===== config.mk =====
export PLATFORM = sky130hd
export DESIGN_NAME = peri_fabric_top
export DESIGN_NICKNAME = d
export VERILOG_FILES = /design/src/source/peri_fabric_pkg.sv /design/src/source/peri_bus_decoder.sv /design/src/source/peri_gpio_regs.sv /design/src/source/peri_read_buffer.sv /design/src/source/peri_pin_mux.sv /design/src/source/peri_fabric_top.sv
export VERILOG_INCLUDE_DIRS = /design/src /design/src/source
export SDC_FILE = /design/constraint.sdc
export NUM_CORES = 1
export LEC_CHECK = 0
export BUFFER_PORTS_ARGS = -buffer_cell sky130_fd_sc_hd__buf_4
export CAP_MARGIN = 20
export CORE_AREA = 2 2 214 216
export DETAILED_ROUTE_END_ITERATION = 12
export DIE_AREA = 0 0 216 218
export MAX_ROUTING_LAYER = met4
export PLACE_DENSITY = 0.49
export SLEW_MARGIN = 20
export SYNTH_ARGS = -nofsm -noshare
export SYNTH_HDL_FRONTEND = slang
export SYNTH_SLANG_ARGS = --single-unit

===== constraint.sdc =====
create_clock -name clk -period 3.95 [get_ports clk]
set_input_delay 0.1975 -clock clk [delete_from_list [all_inputs] [get_ports clk]]
set_output_delay 0.1975 -clock clk [all_outputs]
set_load 0.03 [all_outputs]

===== src/source/peri_fabric_cfg.svh =====
/*
 * Shared sizes, register offsets and reset pin functions of the peripheral fabric.
 * Included by the RTL and the testbench wherever a dimension or offset is needed.
 */
`ifndef PERI_FABRIC_CFG_SVH
`define PERI_FABRIC_CFG_SVH

// Core bus
`define PERI_ADDR_W         11
`define PERI_DATA_W         32
`define PERI_PINS           8

// Full slots are 64 bytes each, simple slots 16 bytes each
`define PERI_USER_SLOTS     8
`define PERI_EXT_FIRST      2
`define PERI_EXT_SLOTS      6
`define PERI_SIMPLE_SLOTS   8
`define PERI_FULL_OFS_W     6
`define PERI_SIMPLE_OFS_W   4
`define PERI_SLOT_GPIO      1

// GPIO register map
`define PERI_GPIO_OUT_OFS   6'h00
`define PERI_GPIO_IN_OFS    6'h04
`define PERI_GPIO_FUNC_OFS  6'h20

// Pins below PERI_FUNC_LOW_PINS come up on full slot 2, the rest on GPIO
`define PERI_FUNC_LOW_PINS   2
`define PERI_FUNC_RESET_LOW  4'h2
`define PERI_FUNC_RESET_HIGH 4'h1

`endif


===== src/source/peri_fabric_pkg.sv =====
/*
 * Types shared by the fabric modules: the bus access-size code and the
 * per-pin function select.
 */
`default_nettype none

`include "peri_fabric_cfg.svh"

package peri_fabric_pkg;

    // Active-low size code, 11 means no access
    typedef enum logic [1:0] {
        ACC_BYTE = 2'b00,
        ACC_HALF = 2'b01,
        ACC_WORD = 2'b10,
        ACC_NONE = 2'b11
    } access_t;

    localparam int SLOT_IDX_W = $clog2(`PERI_USER_SLOTS);

    // Output pin source: a simple slot or a full slot
    typedef struct packed {
        logic                  simple;
        logic [SLOT_IDX_W-1:0] slot;
    } pin_func_t;

endpackage

`default_nettype wire


===== src/source/peri_bus_decoder.sv =====
/*
 * Address decoder of the peripheral fabric.
 * Selects one read source per address, gates the per-slot size codes and
 * write strobes, and returns the selected read data and ready level.
 */
`timescale 1ns/1ps
`default_nettype none

`include "peri_fabric_cfg.svh"

module peri_bus_decoder (
    input  wire logic [`PERI_ADDR_W-1:0]                          i_addr,
    input  peri_fabric_pkg::access_t                              i_write_n,
    input  peri_fabric_pkg::access_t                              i_read_n,
    input  wire logic                                             i_hold,
    input  wire logic [`PERI_DATA_W-1:0]                          i_gpio_rdata,
    input  wire logic [`PERI_EXT_SLOTS-1:0][`PERI_DATA_W-1:0]     i_ext_rdata,
    input  wire logic [`PERI_EXT_SLOTS-1:0]                       i_ext_ready,
    input  wire logic [`PERI_SIMPLE_SLOTS-1:0][7:0]               i_simple_rdata,
    output logic                                                  o_gpio_sel,
    output peri_fabric_pkg::access_t [`PERI_EXT_SLOTS-1:0]        o_ext_write_n,
    output peri_fabric_pkg::access_t [`PERI_EXT_SLOTS-1:0]        o_ext_read_n,
    output logic [`PERI_SIMPLE_SLOTS-1:0]                         o_simple_write,
    output logic [`PERI_DATA_W-1:0]                               o_src_rdata,
    output logic                                                  o_src_ready
);

    localparam int FULL_IDX_W   = $clog2(`PERI_USER_SLOTS);
    localparam int SIMPLE_IDX_W = $clog2(`PERI_SIMPLE_SLOTS);
    localparam int FULL_TOP     = `PERI_FULL_OFS_W + FULL_IDX_W;
    localparam int SIMPLE_TOP   = `PERI_SIMPLE_OFS_W + SIMPLE_IDX_W;
    localparam logic [`PERI_ADDR_W-1:0] SIMPLE_BASE = 'h400;

    logic [FULL_IDX_W-1:0]    full_idx;
    logic [SIMPLE_IDX_W-1:0]  simple_idx;
    logic [FULL_IDX_W-1:0]    ext_idx;
    logic                     full_hit;
    logic                     simple_hit;
    logic                     ext_hit;
    peri_fabric_pkg::access_t read_n;

    assign full_idx   = i_addr[`PERI_FULL_OFS_W +: FULL_IDX_W];
    assign simple_idx = i_addr[`PERI_SIMPLE_OFS_W +: SIMPLE_IDX_W];
    assign ext_idx    = full_idx - FULL_IDX_W'(`PERI_EXT_FIRST);

    // 0x000-0x1FF full slots, 0x400-0x47F simple slots, all else unmapped
    assign full_hit   = (i_addr[`PERI_ADDR_W-1:FULL_TOP] == '0);
    assign simple_hit = (i_addr[`PERI_ADDR_W-1:SIMPLE_TOP]
                         == SIMPLE_BASE[`PERI_ADDR_W-1:SIMPLE_TOP]);
    assign ext_hit    = full_hit
                        && (full_idx >= FULL_IDX_W'(`PERI_EXT_FIRST))
                        && (ext_idx < FULL_IDX_W'(`PERI_EXT_SLOTS));

    // No new read reaches a slot while the buffer still holds its result
    assign read_n = i_hold ? peri_fabric_pkg::ACC_NONE : i_read_n;

    always_comb begin
        o_gpio_sel     = 1'b0;
        o_simple_write = '0;
        for (int k = 0; k < `PERI_EXT_SLOTS; k++) begin
            o_ext_write_n[k] = peri_fabric_pkg::ACC_NONE;
            o_ext_read_n[k]  = peri_fabric_pkg::ACC_NONE;
        end

        // Reserved and unmapped space reads zero and is ready at once
        o_src_rdata = '0;
        o_src_ready = 1'b1;

        if (ext_hit) begin
            o_ext_write_n[ext_idx] = i_write_n;
            o_ext_read_n[ext_idx]  = read_n;
            o_src_rdata            = i_ext_rdata[ext_idx];
            o_src_ready            = i_ext_ready[ext_idx];
        end else if (full_hit && (full_idx == FULL_IDX_W'(`PERI_SLOT_GPIO))) begin
            o_gpio_sel  = 1'b1;
            o_src_rdata = i_gpio_rdata;
        end else if (simple_hit) begin
            o_simple_write[simple_idx] = (i_write_n != peri_fabric_pkg::ACC_NONE);
            o_src_rdata = {{(`PERI_DATA_W-8){1'b0}}, i_simple_rdata[simple_idx]};
        end
    end

endmodule

`default_nettype wire


===== src/source/peri_gpio_regs.sv =====
/*
 * GPIO block in full slot 1: output byte, input readback and
 * one function-select register per output pin.
 */
`timescale 1ns/1ps
`default_nettype none

`include "peri_fabric_cfg.svh"

module peri_gpio_regs (
    input  wire logic                                     clk,
    input  wire logic                                     rst_n,
    input  wire logic                                     i_sel,
    input  wire logic [`PERI_FULL_OFS_W-1:0]              i_offset,
    input  wire logic [`PERI_DATA_W-1:0]                  i_wdata,
    input  peri_fabric_pkg::access_t                      i_write_n,
    input  wire logic [`PERI_PINS-1:0]                    i_ui_in,
    output logic [`PERI_DATA_W-1:0]                       o_rdata,
    output logic [`PERI_PINS-1:0]                         o_gpio_out,
    output peri_fabric_pkg::pin_func_t [`PERI_PINS-1:0]   o_pin_func
);

    localparam int OFS_W      = `PERI_FULL_OFS_W;
    localparam int FUNC_IDX_W = $clog2(`PERI_PINS);
    localparam int FUNC_W     = $bits(peri_fabric_pkg::pin_func_t);

    logic                  wr_en;
    logic [OFS_W-1:0]      func_rel;
    logic [FUNC_IDX_W-1:0] func_idx;
    logic                  func_hit;

    assign wr_en = i_sel && (i_write_n != peri_fabric_pkg::ACC_NONE);

    // Function registers sit 4 bytes apart from the function base
    assign func_rel = i_offset - OFS_W'(`PERI_GPIO_FUNC_OFS);
    assign func_idx = func_rel[2 +: FUNC_IDX_W];
    assign func_hit = (i_offset >= OFS_W'(`PERI_GPIO_FUNC_OFS))
                      && (func_rel[OFS_W-1:2+FUNC_IDX_W] == '0)
                      && (func_rel[1:0] == 2'b00);

    always_ff @(posedge clk) begin
        if (!rst_n) begin
            o_gpio_out <= '0;
        end else if (wr_en && (i_offset == OFS_W'(`PERI_GPIO_OUT_OFS))) begin
            o_gpio_out <= i_wdata[`PERI_PINS-1:0];
        end
    end

    always_ff @(posedge clk) begin
        if (!rst_n) begin
            for (int p = 0; p < `PERI_PINS; p++) begin
                o_pin_func[p] <= (p < `PERI_FUNC_LOW_PINS)
                                 ? peri_fabric_pkg::pin_func_t'(`PERI_FUNC_RESET_LOW)
                                 : peri_fabric_pkg::pin_func_t'(`PERI_FUNC_RESET_HIGH);
            end
        end else if (wr_en && func_hit) begin
            o_pin_func[func_idx] <= peri_fabric_pkg::pin_func_t'(i_wdata[FUNC_W-1:0]);
        end
    end

    always_comb begin
        o_rdata = '0;
        if (i_offset == OFS_W'(`PERI_GPIO_OUT_OFS)) begin
            o_rdata[`PERI_PINS-1:0] = o_gpio_out;
        end else if (i_offset == OFS_W'(`PERI_GPIO_IN_OFS)) begin
            o_rdata[`PERI_PINS-1:0] = i_ui_in;
        end else if (func_hit) begin
            o_rdata[FUNC_W-1:0] = o_pin_func[func_idx];
        end
    end

endmodule

`default_nettype wire


===== src/source/peri_read_buffer.sv =====
/*
 * Read return register between the decoder and the core.
 * Captures the selected source on a ready read and keeps it until the core
 * pulses read-complete; writes are acknowledged in the same cycle.
 */
`timescale 1ns/1ps
`default_nettype none

`include "peri_fabric_cfg.svh"

module peri_read_buffer (
    input  wire logic                     clk,
    input  wire logic                     rst_n,
    input  peri_fabric_pkg::access_t      i_read_n,
    input  peri_fabric_pkg::access_t      i_write_n,
    input  wire logic [`PERI_DATA_W-1:0]  i_src_rdata,
    input  wire logic                     i_src_ready,
    input  wire logic                     i_read_complete,
    output logic [`PERI_DATA_W-1:0]       o_rdata,
    output logic                          o_data_ready,
    output logic                          o_hold
);

    logic read_req;
    logic capture;
    logic read_ready_q;

    assign read_req = (i_read_n != peri_fabric_pkg::ACC_NONE);
    assign capture  = !o_hold && read_req && i_src_ready;

    always_ff @(posedge clk) begin
        if (!rst_n) begin
            o_hold       <= 1'b0;
            read_ready_q <= 1'b0;
        end else begin
            if (i_read_complete) begin
                o_hold <= 1'b0;
            end
            // A fresh capture wins over a completion in the same cycle
            if (capture) begin
                o_hold <= 1'b1;
            end
            read_ready_q <= read_req && i_src_ready;
        end
    end

    // Data stays frozen while held, so the slot need not keep driving it
    always_ff @(posedge clk) begin
        if (capture) begin
            o_rdata <= i_src_rdata;
        end
    end

    assign o_data_ready = read_ready_q || (i_write_n != peri_fabric_pkg::ACC_NONE);

endmodule

`default_nettype wire


===== src/source/peri_pin_mux.sv =====
/*
 * Output pin multiplexer.
 * Each output pin takes its own bit from the slot named by its function
 * register; full slot 0 drives zero and full slot 1 is the GPIO byte.
 */
`timescale 1ns/1ps
`default_nettype none

`include "peri_fabric_cfg.svh"

module peri_pin_mux (
    input  peri_fabric_pkg::pin_func_t [`PERI_PINS-1:0]            i_pin_func,
    input  wire logic [`PERI_PINS-1:0]                             i_gpio_out,
    input  wire logic [`PERI_EXT_SLOTS-1:0][`PERI_PINS-1:0]        i_ext_pins,
    input  wire logic [`PERI_SIMPLE_SLOTS-1:0][`PERI_PINS-1:0]     i_simple_pins,
    output logic [`PERI_PINS-1:0]                                  o_uo_out
);

    // Pin bytes of every full slot, indexed by full slot number
    logic [`PERI_USER_SLOTS-1:0][`PERI_PINS-1:0] full_pins;

    always_comb begin
        full_pins = '0;
        full_pins[`PERI_SLOT_GPIO] = i_gpio_out;
        for (int k = 0; k < `PERI_EXT_SLOTS; k++) begin
            full_pins[`PERI_EXT_FIRST + k] = i_ext_pins[k];
        end
    end

    for (genvar p = 0; p < `PERI_PINS; p++) begin : g_pin
        peri_fabric_pkg::pin_func_t func;

        assign func = i_pin_func[p];

        always_comb begin
            if (func.simple) begin
                o_uo_out[p] = i_simple_pins[func.slot][p];
            end else begin
                o_uo_out[p] = full_pins[func.slot][p];
            end
        end
    end

endmodule

`default_nettype wire


===== src/source/peri_fabric_top.sv =====
/*
 * Peripheral bus fabric top level.
 * Connects the core bus to the address decoder, the GPIO block, the read
 * buffer and the pin multiplexer; external and simple slots hang off its ports.
 */
`timescale 1ns/1ps
`default_nettype none

`include "peri_fabric_cfg.svh"

module peri_fabric_top (
    input  wire logic                                           clk,
    input  wire logic                                           rst_n,

    // Core bus
    input  wire logic [`PERI_ADDR_W-1:0]                        i_addr,
    input  wire logic [`PERI_DATA_W-1:0]                        i_wdata,
    input  peri_fabric_pkg::access_t                            i_write_n,
    input  peri_fabric_pkg::access_t                            i_read_n,
    input  wire logic                                           i_read_complete,
    output logic [`PERI_DATA_W-1:0]                             o_rdata,
    output logic                                                o_data_ready,

    // External full slots, index k is full slot k+2
    output logic [`PERI_FULL_OFS_W-1:0]                         o_ext_addr,
    output logic [`PERI_DATA_W-1:0]                             o_ext_wdata,
    output peri_fabric_pkg::access_t [`PERI_EXT_SLOTS-1:0]      o_ext_write_n,
    output peri_fabric_pkg::access_t [`PERI_EXT_SLOTS-1:0]      o_ext_read_n,
    input  wire logic [`PERI_EXT_SLOTS-1:0][`PERI_DATA_W-1:0]   i_ext_rdata,
    input  wire logic [`PERI_EXT_SLOTS-1:0]                     i_ext_ready,
    input  wire logic [`PERI_EXT_SLOTS-1:0][`PERI_PINS-1:0]     i_ext_pins,

    // Simple byte slots
    output logic [`PERI_SIMPLE_OFS_W-1:0]                       o_simple_addr,
    output logic [7:0]                                          o_simple_wdata,
    output logic [`PERI_SIMPLE_SLOTS-1:0]                       o_simple_write,
    input  wire logic [`PERI_SIMPLE_SLOTS-1:0][7:0]             i_simple_rdata,
    input  wire logic [`PERI_SIMPLE_SLOTS-1:0][`PERI_PINS-1:0]  i_simple_pins,

    // Pins
    input  wire logic [`PERI_PINS-1:0]                          i_ui_in,
    output logic [`PERI_PINS-1:0]                               o_uo_out
);

    logic                                       gpio_sel;
    logic [`PERI_DATA_W-1:0]                    gpio_rdata;
    logic [`PERI_PINS-1:0]                      gpio_out;
    peri_fabric_pkg::pin_func_t [`PERI_PINS-1:0] pin_func;
    logic [`PERI_DATA_W-1:0]                    src_rdata;
    logic                                       src_ready;
    logic                                       hold;

    // Address and write data are shared by every slot
    assign o_ext_addr     = i_addr[`PERI_FULL_OFS_W-1:0];
    assign o_ext_wdata    = i_wdata;
    assign o_simple_addr  = i_addr[`PERI_SIMPLE_OFS_W-1:0];
    assign o_simple_wdata = i_wdata[7:0];

    peri_bus_decoder i_decoder (
        .i_addr         (i_addr),
        .i_write_n      (i_write_n),
        .i_read_n       (i_read_n),
        .i_hold         (hold),
        .i_gpio_rdata   (gpio_rdata),
        .i_ext_rdata    (i_ext_rdata),
        .i_ext_ready    (i_ext_ready),
        .i_simple_rdata (i_simple_rdata),
        .o_gpio_sel     (gpio_sel),
        .o_ext_write_n  (o_ext_write_n),
        .o_ext_read_n   (o_ext_read_n),
        .o_simple_write (o_simple_write),
        .o_src_rdata    (src_rdata),
        .o_src_ready    (src_ready)
    );

    peri_gpio_regs i_gpio (
        .clk        (clk),
        .rst_n      (rst_n),
        .i_sel      (gpio_sel),
        .i_offset   (i_addr[`PERI_FULL_OFS_W-1:0]),
        .i_wdata    (i_wdata),
        .i_write_n  (i_write_n),
        .i_ui_in    (i_ui_in),
        .o_rdata    (gpio_rdata),
        .o_gpio_out (gpio_out),
        .o_pin_func (pin_func)
    );

    peri_read_buffer i_read_buffer (
        .clk             (clk),
        .rst_n           (rst_n),
        .i_read_n        (i_read_n),
        .i_write_n       (i_write_n),
        .i_src_rdata     (src_rdata),
        .i_src_ready     (src_ready),
        .i_read_complete (i_read_complete),
        .o_rdata         (o_rdata),
        .o_data_ready    (o_data_ready),
        .o_hold          (hold)
    );

    peri_pin_mux i_pin_mux (
        .i_pin_func    (pin_func),
        .i_gpio_out    (gpio_out),
        .i_ext_pins    (i_ext_pins),
        .i_simple_pins (i_simple_pins),
        .o_uo_out      (o_uo_out)
    );

endmodule

`default_nettype wire


==> summary.txt, run 1 <==
Synth
  – Post-Syn Area per Cell: 10.2 sq um
  – Area leader, netlist: mux4_2
  – Post-synth top area share: 23.6%
  – Distinct cells, synth: 48
  – Synthesized area: 6860 sq um
  – Largest cells by area after synthesis: mux4_2, edfxtp_1, dfxtp_1
  – Synth warnings: 0
  – Number of synthesized flops with an enable pin: 32
  – Asr flop ratio synth: 0%
  – #FFs+latches synth: 74
  – Syn Inst Count: 675
  – Sequential area share after synthesis: 26.3%
  – Main flop type after synthesis: dfxtp_1
  – Mapped Nets: 1,112

Die
  – Die X: 216 microns
  – # rows: 78
  – Core area: 44,900 sq um
  – Die ar.: 47,100 sq um
  – Initial Util: 15.3%
  – # IOs: 555
  – Die Y-Extent: 218 microns

Drt
  – 1st-pass router iterations: 5
  – Avg WL per Cell: 21.9 microns
  – Total Wirelength: 37,000 microns
  – Via density: 4.34
  – DR iter-0 viols: 406
  – DR DRC count: 0
  – Routed Antenna Nets: 0
  – Vias: 7,343

Layout
  – FILL cells: 4,887
  – Share of layout cells above drive strength 1: 60.5%
  – # nets final: 1,525
  – Post-synthesis to final-layout area growth: 61.9%

Hold path
  – Min-Delay Endpoint: i_gpio.o_gpio_out[7]
  – Hold Path Class: input pin to flip-flop
  – Min-delay src: i_wdata[7]
  – Hold Path Cell Cnt: 3

Timing
  – Fmax: 395 MHz
  – Tcrit/Tclk final: 64.1%
  – Crit path time final: 2.53 ns
  – Final Max Slew Viols: 0
  – Clock skew: 0.00852 ns
  – Max_slew headroom: 40.8%
  – Worst Tran Pin Value: 0.889 ns
  – RSZ-0062 raised after global routing: false
  – Setup_tns: 0 ns
  – Final Hold Fails: 0
  – Setup violations, final: 0
  – Final setup margin: 1.42 ns

GRT
  – Largest net degree at the start of global routing: 48
  – Grt total ovfl: 0
  – All-Layer GR Usage: 15.4%
  – Initial antenna violation count: 0
  – Global-route wire length before repair: 51,200 microns
  – Vias in the first global route: 7,612

Power
  – Max VDD drop: 133 uV
  – Leakage: 4.73 nW
  – Pwr per Cell Area: 229 nW/um^2

CTS
  – CTS H-Tree Depth: 3
  – Postcts setup bufs: 0
  – Clock latency on the worst-skew pair: 0.35 ns
  – Clock-pin slew on the worst setup and hold paths: 0.05 ns
  – CTS root buf: clkbuf_16
  – Total CTS buffers: 9
  – CTS-repair resized insts: 0
  – Clock Sinks: 74
  – CTS tree: done
  – Clock Tree Buf Depth: 2
  – Hold-fix buffers, CTS: 0

Critical path
  – Cells along the critical path: buf_4 -> inv_1 -> ha_1 -> or3_2 -> buf_4 -> nor3_1 -> nand3_1 -> buf_4
  – Crit-path max FO: 39
  – Reg-to-Reg End: i_read_buffer.o_rdata[3]
  – Worst Setup Start Kind: input pin
  – CP required: 3.75 ns
  – Slowest stage delay, CP: 0.57 ns
  – Crit end category: primary output
  – R2R Path Start: i_gpio.o_pin_func[27]
  – Buffers and inverters on the worst path: 4
  – Crit path top cell by count: buf_4
  – Worst EP arrival: 2.34 ns
  – Crit-path slowest cell: nor3_1
  – Reg2Reg Setup Slack: 1.96 ns
  – FF-to-FF path depth: 5
  – Crit path max-delay family: simple AND/OR/NAND/NOR gates
  – CP Class: input pin to primary output

Place
  – Place WS: 1.23 ns
  – HPWL Detailed: 31,300 microns
  – Routability Congestion: 0.864
  – IO buf count: 506

Run
  – Max-capacitance violation count: 0

Status
  – Status: finished, final reports clean
==> stage by stage <==
stage / util [%] / power (mW) / cells / hold slack, ns / area (sq um)
floorplan: - / 1.36 / 675 / 0.341 / 6860
global placement: 24.1 / 1.83 / 1676 / 0.395 / 10800
detailed placement: 24.1 / 1.83 / 1676 / 0.395 / 10800
CTS: 24.7 / 2.59 / 1689 / 0.108 / 11100
global route: 24.7 / 2.65 / 1690 / 0.126 / 11100
finish: 24.7 / 2.55 / 1691 / 0.119 / 11100
==> how the worst max path moves through the flow <==
stage | startpoint | to | slack [ns] | cells after the start
final | i_addr[7] | o_ext_read_n[6] | 1.42 | 8
after global routing | i_addr[7] | o_ext_read_n[6] | 1.29 | 8
after CTS | i_addr[7] | o_ext_read_n[10] | 1.39 | 8
after detailed placement | i_addr[7] | i_read_buffer.o_rdata[1] | 1.23 | 7
after global placement | i_addr[7] | i_read_buffer.o_rdata[1] | 1.27 | 7
after floorplan | i_addr[7] | i_read_buffer.o_rdata[0] | 0.59 | 9
==> cell families after synthesis <==
| kind of cell | share of synthesized area, % |
|---|---|
| simple gates | 13.1 |
| buf+inv | 10.1 |
| fa+ha+maj | 0.912 |
| mux | 38.5 |
| flops | 26.3 |
| compound gates | 11.1 |
==> sequential cells by signal, indices dropped and copies added (netlist names) <==
name,count
i_read_buffer.read_ready_q,1
i_read_buffer.o_rdata,32
i_gpio.o_pin_func,32
i_read_buffer.o_hold,1
i_gpio.o_gpio_out,8
==> synthesized netlist by cell type (2+ instances only) <==
cell type,count
buf_1,2
nand3_1,30
mux2i_1,42
dfxtp_1,42
nor4_1,3
edfxtp_1,32
a31oi_1,8
a221oi_1,10
and3b_1,2
buf_2,16
and4b_1,2
mux2_2,51
a22o_1,6
a21oi_1,23
o22ai_1,5
mux4_2,72
inv_1,8
nor2_1,61
ha_1,5
nor2b_1,11
nand2_1,60
nand2b_1,5
o31a_1,2
nor3_1,8
clkbuf_1,39
o32ai_1,2
or3_1,2
o21ai_0,23
buf_4,55
a22oi_1,27
a211oi_1,4
==> tightest hold or removal path, delay by kind of cell <==
family,cells,cell delay (ns)
and+or+nand+nor,1,0.07
muxes,1,0.06
buffers and inverters,1,0.10
==> routing by layer <==
layer,share of wire (%),global-route usage [%],vias up,wire length [microns]
met5,0,-,-,0
met4,2.5,4.32,0,930
met3,5.7,2.69,33,2130
met2,55,29.0,357,20300
met1,37,16.5,3600,13700
li1,-,-,3353,-
==> where the power goes <==
| group | internal [mW] | switching [mW] |
|---|---|---|
| Combinational | 0.499 | 0.446 |
| Clock | 0.413 | 0.320 |
| Sequential | 0.847 | 0.0215 |
==> layout by cell type, fill, tap and decap left out, types with 2 or more instances in the layout <==
master	n
nor2_1	60
clkinv_2	2
o32ai_1	2
a22oi_1	27
clkbuf_16	9
mux2i_1	42
o31a_1	2
a22o_1	6
nor3_1	8
buf_12	2
mux4_2	72
nand3_1	30
and3b_1	2
o21ai_0	23
a221oi_1	10
a211oi_1	4
nor4_1	3
ha_1	5
buf_4	514
inv_1	8
and4b_1	2
a21oi_1	23
edfxtp_1	32
a31oi_1	8
clkbuf_1	2
nand2b_1	5
nand2_1	60
mux2_2	51
dfxtp_1	42
nor2b_1	10
o22ai_1	5
==> cell type report <==
class | count | area, sq um | area share (%)
sequential | 74 | 1800 | 16.2
timing repair buffer | 516 | 3900 | 35.1
antenna | 1 | 2.50 | 0.0225
inverter | 8 | 30.0 | 0.270
clock buffer | 11 | 233 | 2.10
clock inverter | 2 | 10.0 | 0.0901
tap | 600 | 751 | 6.76
multi-input combinational | 479 | 4380 | 39.4
Power figures use the tool's default switching activity.
==> run 2: changes to the inputs <==
--- a/config.mk
+++ b/config.mk
@@ -6,11 +6,12 @@
 export SDC_FILE = /design/constraint.sdc
 export NUM_CORES = 1
 export LEC_CHECK = 0
+export ABC_AREA = 1
 export BUFFER_PORTS_ARGS = -buffer_cell sky130_fd_sc_hd__buf_4
 export CAP_MARGIN = 20
-export CORE_AREA = 2 2 214 216
+export CORE_AREA = 2 2 218 220
 export DETAILED_ROUTE_END_ITERATION = 12
-export DIE_AREA = 0 0 216 218
+export DIE_AREA = 0 0 220 222
 export MAX_ROUTING_LAYER = met4
 export PLACE_DENSITY = 0.49
 export SLEW_MARGIN = 20
==> constraint.sdc (replaced) <==
create_clock -name clk -period 2.4 [get_ports clk]
set_input_delay 0.12 -clock clk [delete_from_list [all_inputs] [get_ports clk]]
set_output_delay 0.12 -clock clk [all_outputs]
set_load 0.03 [all_outputs]
==> summary.txt, run 2 <==
Status
  – Status: finished, final reports clean

Synth
  – Syn Inst Count: 1,192 (+77%)
  – Main flop type after synthesis: dfxtp_1
  – Post-Syn Area per Cell: 6.12 sq um (-40%)
  – Number of synthesized flops with an enable pin: 32 (unchanged)
  – Asr flop ratio synth: 0% (unchanged)
  – Synthesized area: 7290 sq um (+6.3%)
  – Area leader, netlist: edfxtp_1
  – Mapped Nets: 1,629 (+46%)
  – Distinct cells, synth: 33 (-31%)
  – #FFs+latches synth: 74 (unchanged)
  – Sequential area share after synthesis: 24.7% (-1.6 points)
  – List of most frequent post-synthesis cells: nand2_1, o21ai_0, nor2_1
  – Synth warnings: 0 (unchanged)
  – Largest cells by area after synthesis: edfxtp_1, o21ai_0, dfxtp_1
  – Post-synth top area share: 13.2% (-10 points)
  – Most common cell in the synthesized netlist: nand2_1

Critical path
  – Crit end category: primary output
  – Crit-path slowest cell: dfxtp_1
  – CP required: 2.28 ns (-1.47 ns)
  – Worst Setup Start Kind: flip-flop
  – Cells along the critical path: nand2_1 -> o21ai_0 -> a21oi_1 -> o31ai_1 -> buf_4
  – Slowest stage delay, CP: 0.74 ns (+0.17 ns)
  – Buffers and inverters on the worst path: 1 (-3)
  – Crit path max-delay family: flip-flops
  – Crit-path max FO: 17 (-56%)
  – Worst EP arrival: 2.05 ns (-0.29 ns)
  – CP Class: flip-flop to primary output

GRT
  – Grt total ovfl: 0 (unchanged)
  – Largest net degree at the start of global routing: 47 (-2.1%)
  – Initial antenna violation count: 0 (unchanged)
  – Vias in the first global route: 9,859 (+30%)
  – Global-route wire length before repair: 60,100 microns (+17%)
  – All-Layer GR Usage: 16.8% (+1.5 points)

Drt
  – DR DRC count: 0 (unchanged)
  – Via density: 4.45 (+2.6%)
  – Vias: 9,870 (+34%)
  – Routed Antenna Nets: 0 (unchanged)
  – DR iter-0 viols: 506 (+25%)
  – 1st-pass router iterations: 5 (unchanged)
  – Total Wirelength: 41,900 microns (+13%)
  – Avg WL per Cell: 18.9 microns (-14%)

Die
  – Initial Util: 15.8% (+0.49 points)
  – # IOs: 555 (unchanged)
  – # rows: 79 (+1.3%)
  – Die X: 220 microns (+1.9%)
  – Die ar.: 48,800 sq um (+3.7%)
  – Core area: 46,300 sq um (+3.0%)
  – Die Y-Extent: 222 microns (+1.8%)

Place
  – Place WS: 0.174 ns (-1.06 ns)
  – HPWL Detailed: 35,500 microns (+13%)
  – Post-DP Area: 11,300 sq um (+4.1%)
  – IO buf count: 506 (unchanged)
  – Placed cell count: 2,200 (+31%)
  – Routability Congestion: 0.890 (+3.0%)

Timing
  – Final setup margin: 0.227 ns (-1.19 ns)
  – Final Hold Fails: 0 (unchanged)
  – Clock skew: 0.0103 ns (+0.00176 ns)
  – Setup violations, final: 0 (unchanged)
  – Crit path time final: 2.17 ns
  – Final Max Slew Viols: 0 (unchanged)
  – Setup_tns: 0 ns (unchanged)
  – Max_slew headroom: 41.3% (+0.50 points)
  – Fmax: 460 MHz
  – RSZ-0062 raised after global routing: false
  – Tcrit/Tclk final: 90.5%
  – Worst Tran Pin Value: 0.880 ns (-0.00845 ns)

CTS
  – Clock latency on the worst-skew pair: 0.35 ns (about the same)
  – CTS root buf: clkbuf_16
  – CTS H-Tree Depth: 3 (unchanged)
  – CTS-repair resized insts: 0 (unchanged)
  – Clock Sinks: 74 (unchanged)
  – Total CTS buffers: 9 (unchanged)
  – Clock Tree Buf Depth: 2 (unchanged)
  – CTS tree: done
  – Clock-pin slew on the worst setup and hold paths: 0.07 ns (+0.02 ns)
  – Postcts setup bufs: 0 (unchanged)
  – Hold-fix buffers, CTS: 0 (unchanged)

Power
  – Leakage: 5.17 nW (+9.2%)
  – Pwr per Cell Area: 383 nW/um^2 (+67%)
  – Max VDD drop: 263 uV (+98%)

Layout
  – Leading cell type in the layout, fill and taps excluded: buf_4
  – Design area: 11,600 sq um (+4.3%)
  – Finished Layout Cells: 2,216 (+31%)
  – Number of diodes: 0 (-1)
  – Leading registers by flop count: i_gpio.o_pin_func: 32 flops, i_read_buffer.o_rdata: 32 flops, i_gpio.o_gpio_out: 8 flops
  – Share of layout cells above drive strength 1: 35.2% (-25 points)
  – Post-synthesis to final-layout area growth: 58.8%
  – # nets final: 2,041 (+34%)
  – Most frequent cells in the layout: buf_4, nand2_1, o21ai_0

Hold path
  – Hold Path Class: input pin to flip-flop

Run
  – Max-capacitance violation count: 0 (unchanged)
[run 2: cell count changes in the layout (fill, tap and decap cells not counted), sizes merged, moves of 71 or more]
| cell | before | now |
|---|---|---|
| a21oi | 23 | 94 |
| inv | 8 | 80 |
| mux4 | 73 | 0 |
| nand2 | 60 | 210 |
| nor2 | 61 | 193 |
| o21ai | 23 | 193 |
[run 2: routing by layer]
metal / GRT usage, % / vias to the layer above / routed length [microns]
li1: - / 4880 / -
met1: 18.2 / 4547 / 16000
met2: 31.2 / 410 / 22300
met3: 3.09 / 33 / 2580
met4: 4.50 / 0 / 993
met5: - / - / 0
[run 2: worst paths after layout]
kind | start | to | slack, ns | depth (start not counted)
worst max-delay path | i_gpio.o_pin_func[4] | o_uo_out[1] | 0.23 | 5
worst min-delay path | i_read_complete | i_read_buffer.o_hold | 0.02 | 4
worst max register to register | i_gpio.o_pin_func[16] | i_read_buffer.o_rdata[0] | 0.69 | 8
worst min register to register | i_gpio.o_pin_func[11] | i_gpio.o_pin_func[11] | 0.49 | 2
[run 2: cell type report]
cell class                      instances  area, sq um
Tap cell                              607          759
Inverter                               79          304
Sequential cell                        74         1800
Fill cell                            5290        34700
Clock buffer                            9          225
Multi-Input combinational cell        910         4410
Clock inverter                          7         75.1
Timing Repair Buffer                  530         4000
[run 2: kinds of logic after synthesis]
logic type | count (synthesis) | synth area share (%)
compound gates | 394 | 29.8
buf+inv | 208 | 14.8
simple gates | 511 | 29.8
fa+ha+maj | 5 | 0.858
flops | 74 | 24.7
[run 2: where the power goes]
part,total [mW],internal (mW),switching [mW]
Combinational,1.58,0.728,0.850
Clock,1.45,0.815,0.634
Sequential,1.41,1.39,0.0219
[run 2: tightest hold or removal path: stages]
cell and delay (ns):
buf_4 0.08, inv_1 0.03, nand2_1 0.04, a21oi_1 0.05
[run 2: metrics by stage]
stage,util (%),power (mW),hold slack (ns)
after floorplan,-,2.22,0.268
after global placement,24.4,3.02,0.240
after detailed placement,24.4,3.03,0.240
after CTS,25.0,4.51,0.00309
after global routing,25.0,4.65,0.0301
final,25.0,4.44,0.0222
==> run 3: changes to the inputs <==
==> constraint.sdc (replaced) <==
create_clock -name clk -period 2.4 [get_ports clk]
set_input_delay 0.48 -clock clk [delete_from_list [all_inputs] [get_ports clk]]
set_output_delay 0.48 -clock clk [all_outputs]
set_load 0.03 [all_outputs]
==> summary.txt, run 3 (synthesis gave the netlist of run 2 again) <==
Die
  – Die Y-Extent: 222 microns (unchanged)
  – # IOs: 555 (unchanged)
  – Core area: 46,300 sq um (unchanged)
  – Die X: 220 microns (unchanged)
  – Initial Util: 15.8% (unchanged)
  – Die ar.: 48,800 sq um (unchanged)
  – # rows: 79 (unchanged)

CTS
  – CTS H-Tree Depth: 3 (unchanged)
  – CTS tree: done
  – Clock latency on the worst-skew pair: 0.35 ns (about the same)
  – Total CTS buffers: 9 (unchanged)
  – CTS-repair resized insts: 0 (unchanged)
  – CTS root buf: clkbuf_16
  – Clock-pin slew on the worst setup and hold paths: 0.07 ns (about the same)
  – Hold-fix buffers, CTS: 0 (unchanged)
  – Postcts setup bufs: 0 (unchanged)
  – Clock Tree Buf Depth: 2 (unchanged)
  – Clock Sinks: 74 (unchanged)

Critical path
  – CP Class: input pin to primary output
  – Worst Setup Start Kind: input pin
  – Crit-path max FO: 6 (-11)
  – CP required: 1.92 ns (-0.36 ns)
  – Crit end category: primary output
  – Worst EP arrival: 1.83 ns (-0.22 ns)

GRT
  – Grt total ovfl: 0 (unchanged)
  – Initial antenna violation count: 1 (+1)
  – Global-route wire length before repair: 59,400 microns (-1.2%)
  – Vias in the first global route: 9,638 (-2.2%)
  – All-Layer GR Usage: 16.5% (-0.37 points)
  – Largest net degree at the start of global routing: 65 (+38%)

Place
  – Placed cell count: 2,217 (+0.77%)
  – Post-DP Area: 11,600 sq um (+3.0%)
  – HPWL Detailed: 34,000 microns (-4.0%)
  – IO buf count: 506 (unchanged)
  – Routability Congestion: 0.878 (-1.4%)
  – Place WS: 0.0517 ns (-0.122 ns)

Drt
  – Avg WL per Cell: 18.4 microns (-2.9%)
  – Vias: 9,920 (+0.51%)
  – DR iter-0 viols: 570 (+13%)
  – Via density: 4.44 (-0.30%)
  – Total Wirelength: 41,000 microns (-2.1%)
  – 1st-pass router iterations: 5 (unchanged)
  – DR DRC count: 0 (unchanged)
  – Routed Antenna Nets: 0 (unchanged)

Timing
  – Worst Tran Pin Value: 0.475 ns (-0.405 ns)
  – Setup_tns: 0 ns (unchanged)
  – Crit path time final: 2.31 ns (+0.134 ns)
  – Setup violations, final: 0 (unchanged)
  – Final setup margin: 0.0934 ns (-0.134 ns)
  – Tcrit/Tclk final: 96.1% (+5.6 points)
  – Final Hold Fails: 0 (unchanged)
  – Hold WS: 0.398 ns (+0.376 ns)
  – Clock skew: 0.00694 ns (-0.00334 ns)
  – Final Max Slew Viols: 0 (unchanged)
  – Max_slew headroom: 68.2% (+27 points)
  – Fmax: 434 MHz (-5.8%)

Power
  – Pwr per Cell Area: 372 nW/um^2 (-2.8%)
  – Leakage: 5.31 nW (+2.7%)
  – Max VDD drop: 247 uV (-6.1%)
  – Pwr Total: 4.44 mW (about the same)

Layout
  – Seq. cell area: 1810 sq um (+0.42%)
  – Share of layout cells above drive strength 1: 38.1% (+2.8 points)
  – Footprint of the multi-input gates: 4570 sq um (+3.6%)
  – FILL cells: 5,238 (-0.98%)
  – Leading cell type in the layout, fill and taps excluded: buf_4
  – Post-synthesis to final-layout area growth: 63.6%
  – # nets final: 2,058 (+0.83%)
  – Leading registers by flop count: i_gpio.o_pin_func: 32 flops, i_read_buffer.o_rdata: 32 flops, i_gpio.o_gpio_out: 8 flops
  – Design area: 11,900 sq um (+3.0%)
  – Most frequent cells in the layout: buf_4, nand2_1, o21ai_0
  – Fin util: 25.8% (+0.75 points)
  – Finished Layout Cells: 2,234 (+0.81%)

Status
  – Status: finished, final reports clean

Run
  – Max-capacitance violation count: 0 (unchanged)

Hold path
  – Hold Path Class: input pin to flip-flop
[run 3: cell count changes in the layout (fill, tap and decap cells not counted), moves of 6 or more]
cell	before	now
nand2_1	209	195
buf_4	528	540
nand2_2	1	13
dfxtp_1	42	36
dfxtp_2	0	6
nor2_1	185	179
[run 3: area by class of cell]
cell class,count,share of cell area [%]
Multi-Input combinational cell,910,38.3
Timing Repair Buffer,547,35.1
Sequential cell,74,15.2
Tap cell,607,6.37
Inverter,79,2.58
Clock buffer,10,2.10
Clock inverter,6,0.378
Antenna cell,1,0.0210
[run 3: per-layer routing]
metal	track usage, %	wire [microns]	vias to the layer above
met3	2.98	2560	49
li1	-	-	4912
met1	20.5	17500	4567
met4	4.29	845	0
met5	-	0	-
met2	27.3	20100	392
[run 3: worst paths after layout]
kind | endpoint | slack [ns] | start | cells past startpoint
worst min-delay path | i_read_buffer.o_hold | 0.40 | i_read_complete | 4
worst max-delay path | o_ext_write_n[1] | 0.09 | i_addr[7] | 8
worst min register to register | i_gpio.o_pin_func[15] | 0.49 | i_gpio.o_pin_func[15] | 2
worst max register to register | i_read_buffer.o_rdata[0] | 0.69 | i_gpio.o_pin_func[12] | 8
[run 3: worst max-delay path, stage by stage]
cell and delay, ns:
buf_4 0.10, clkinvlp_4 0.13, ha_1 0.26, nor2_4 0.12
inv_2 0.09, nor2_1 0.32, nand2_1 0.12, buf_4 0.19
[run 3: power breakdown]
group	total (mW)	switching [mW]	internal [mW]
clock	1.40	0.627	0.773
sequential	1.42	0.0251	1.39
combinational	1.63	0.868	0.759
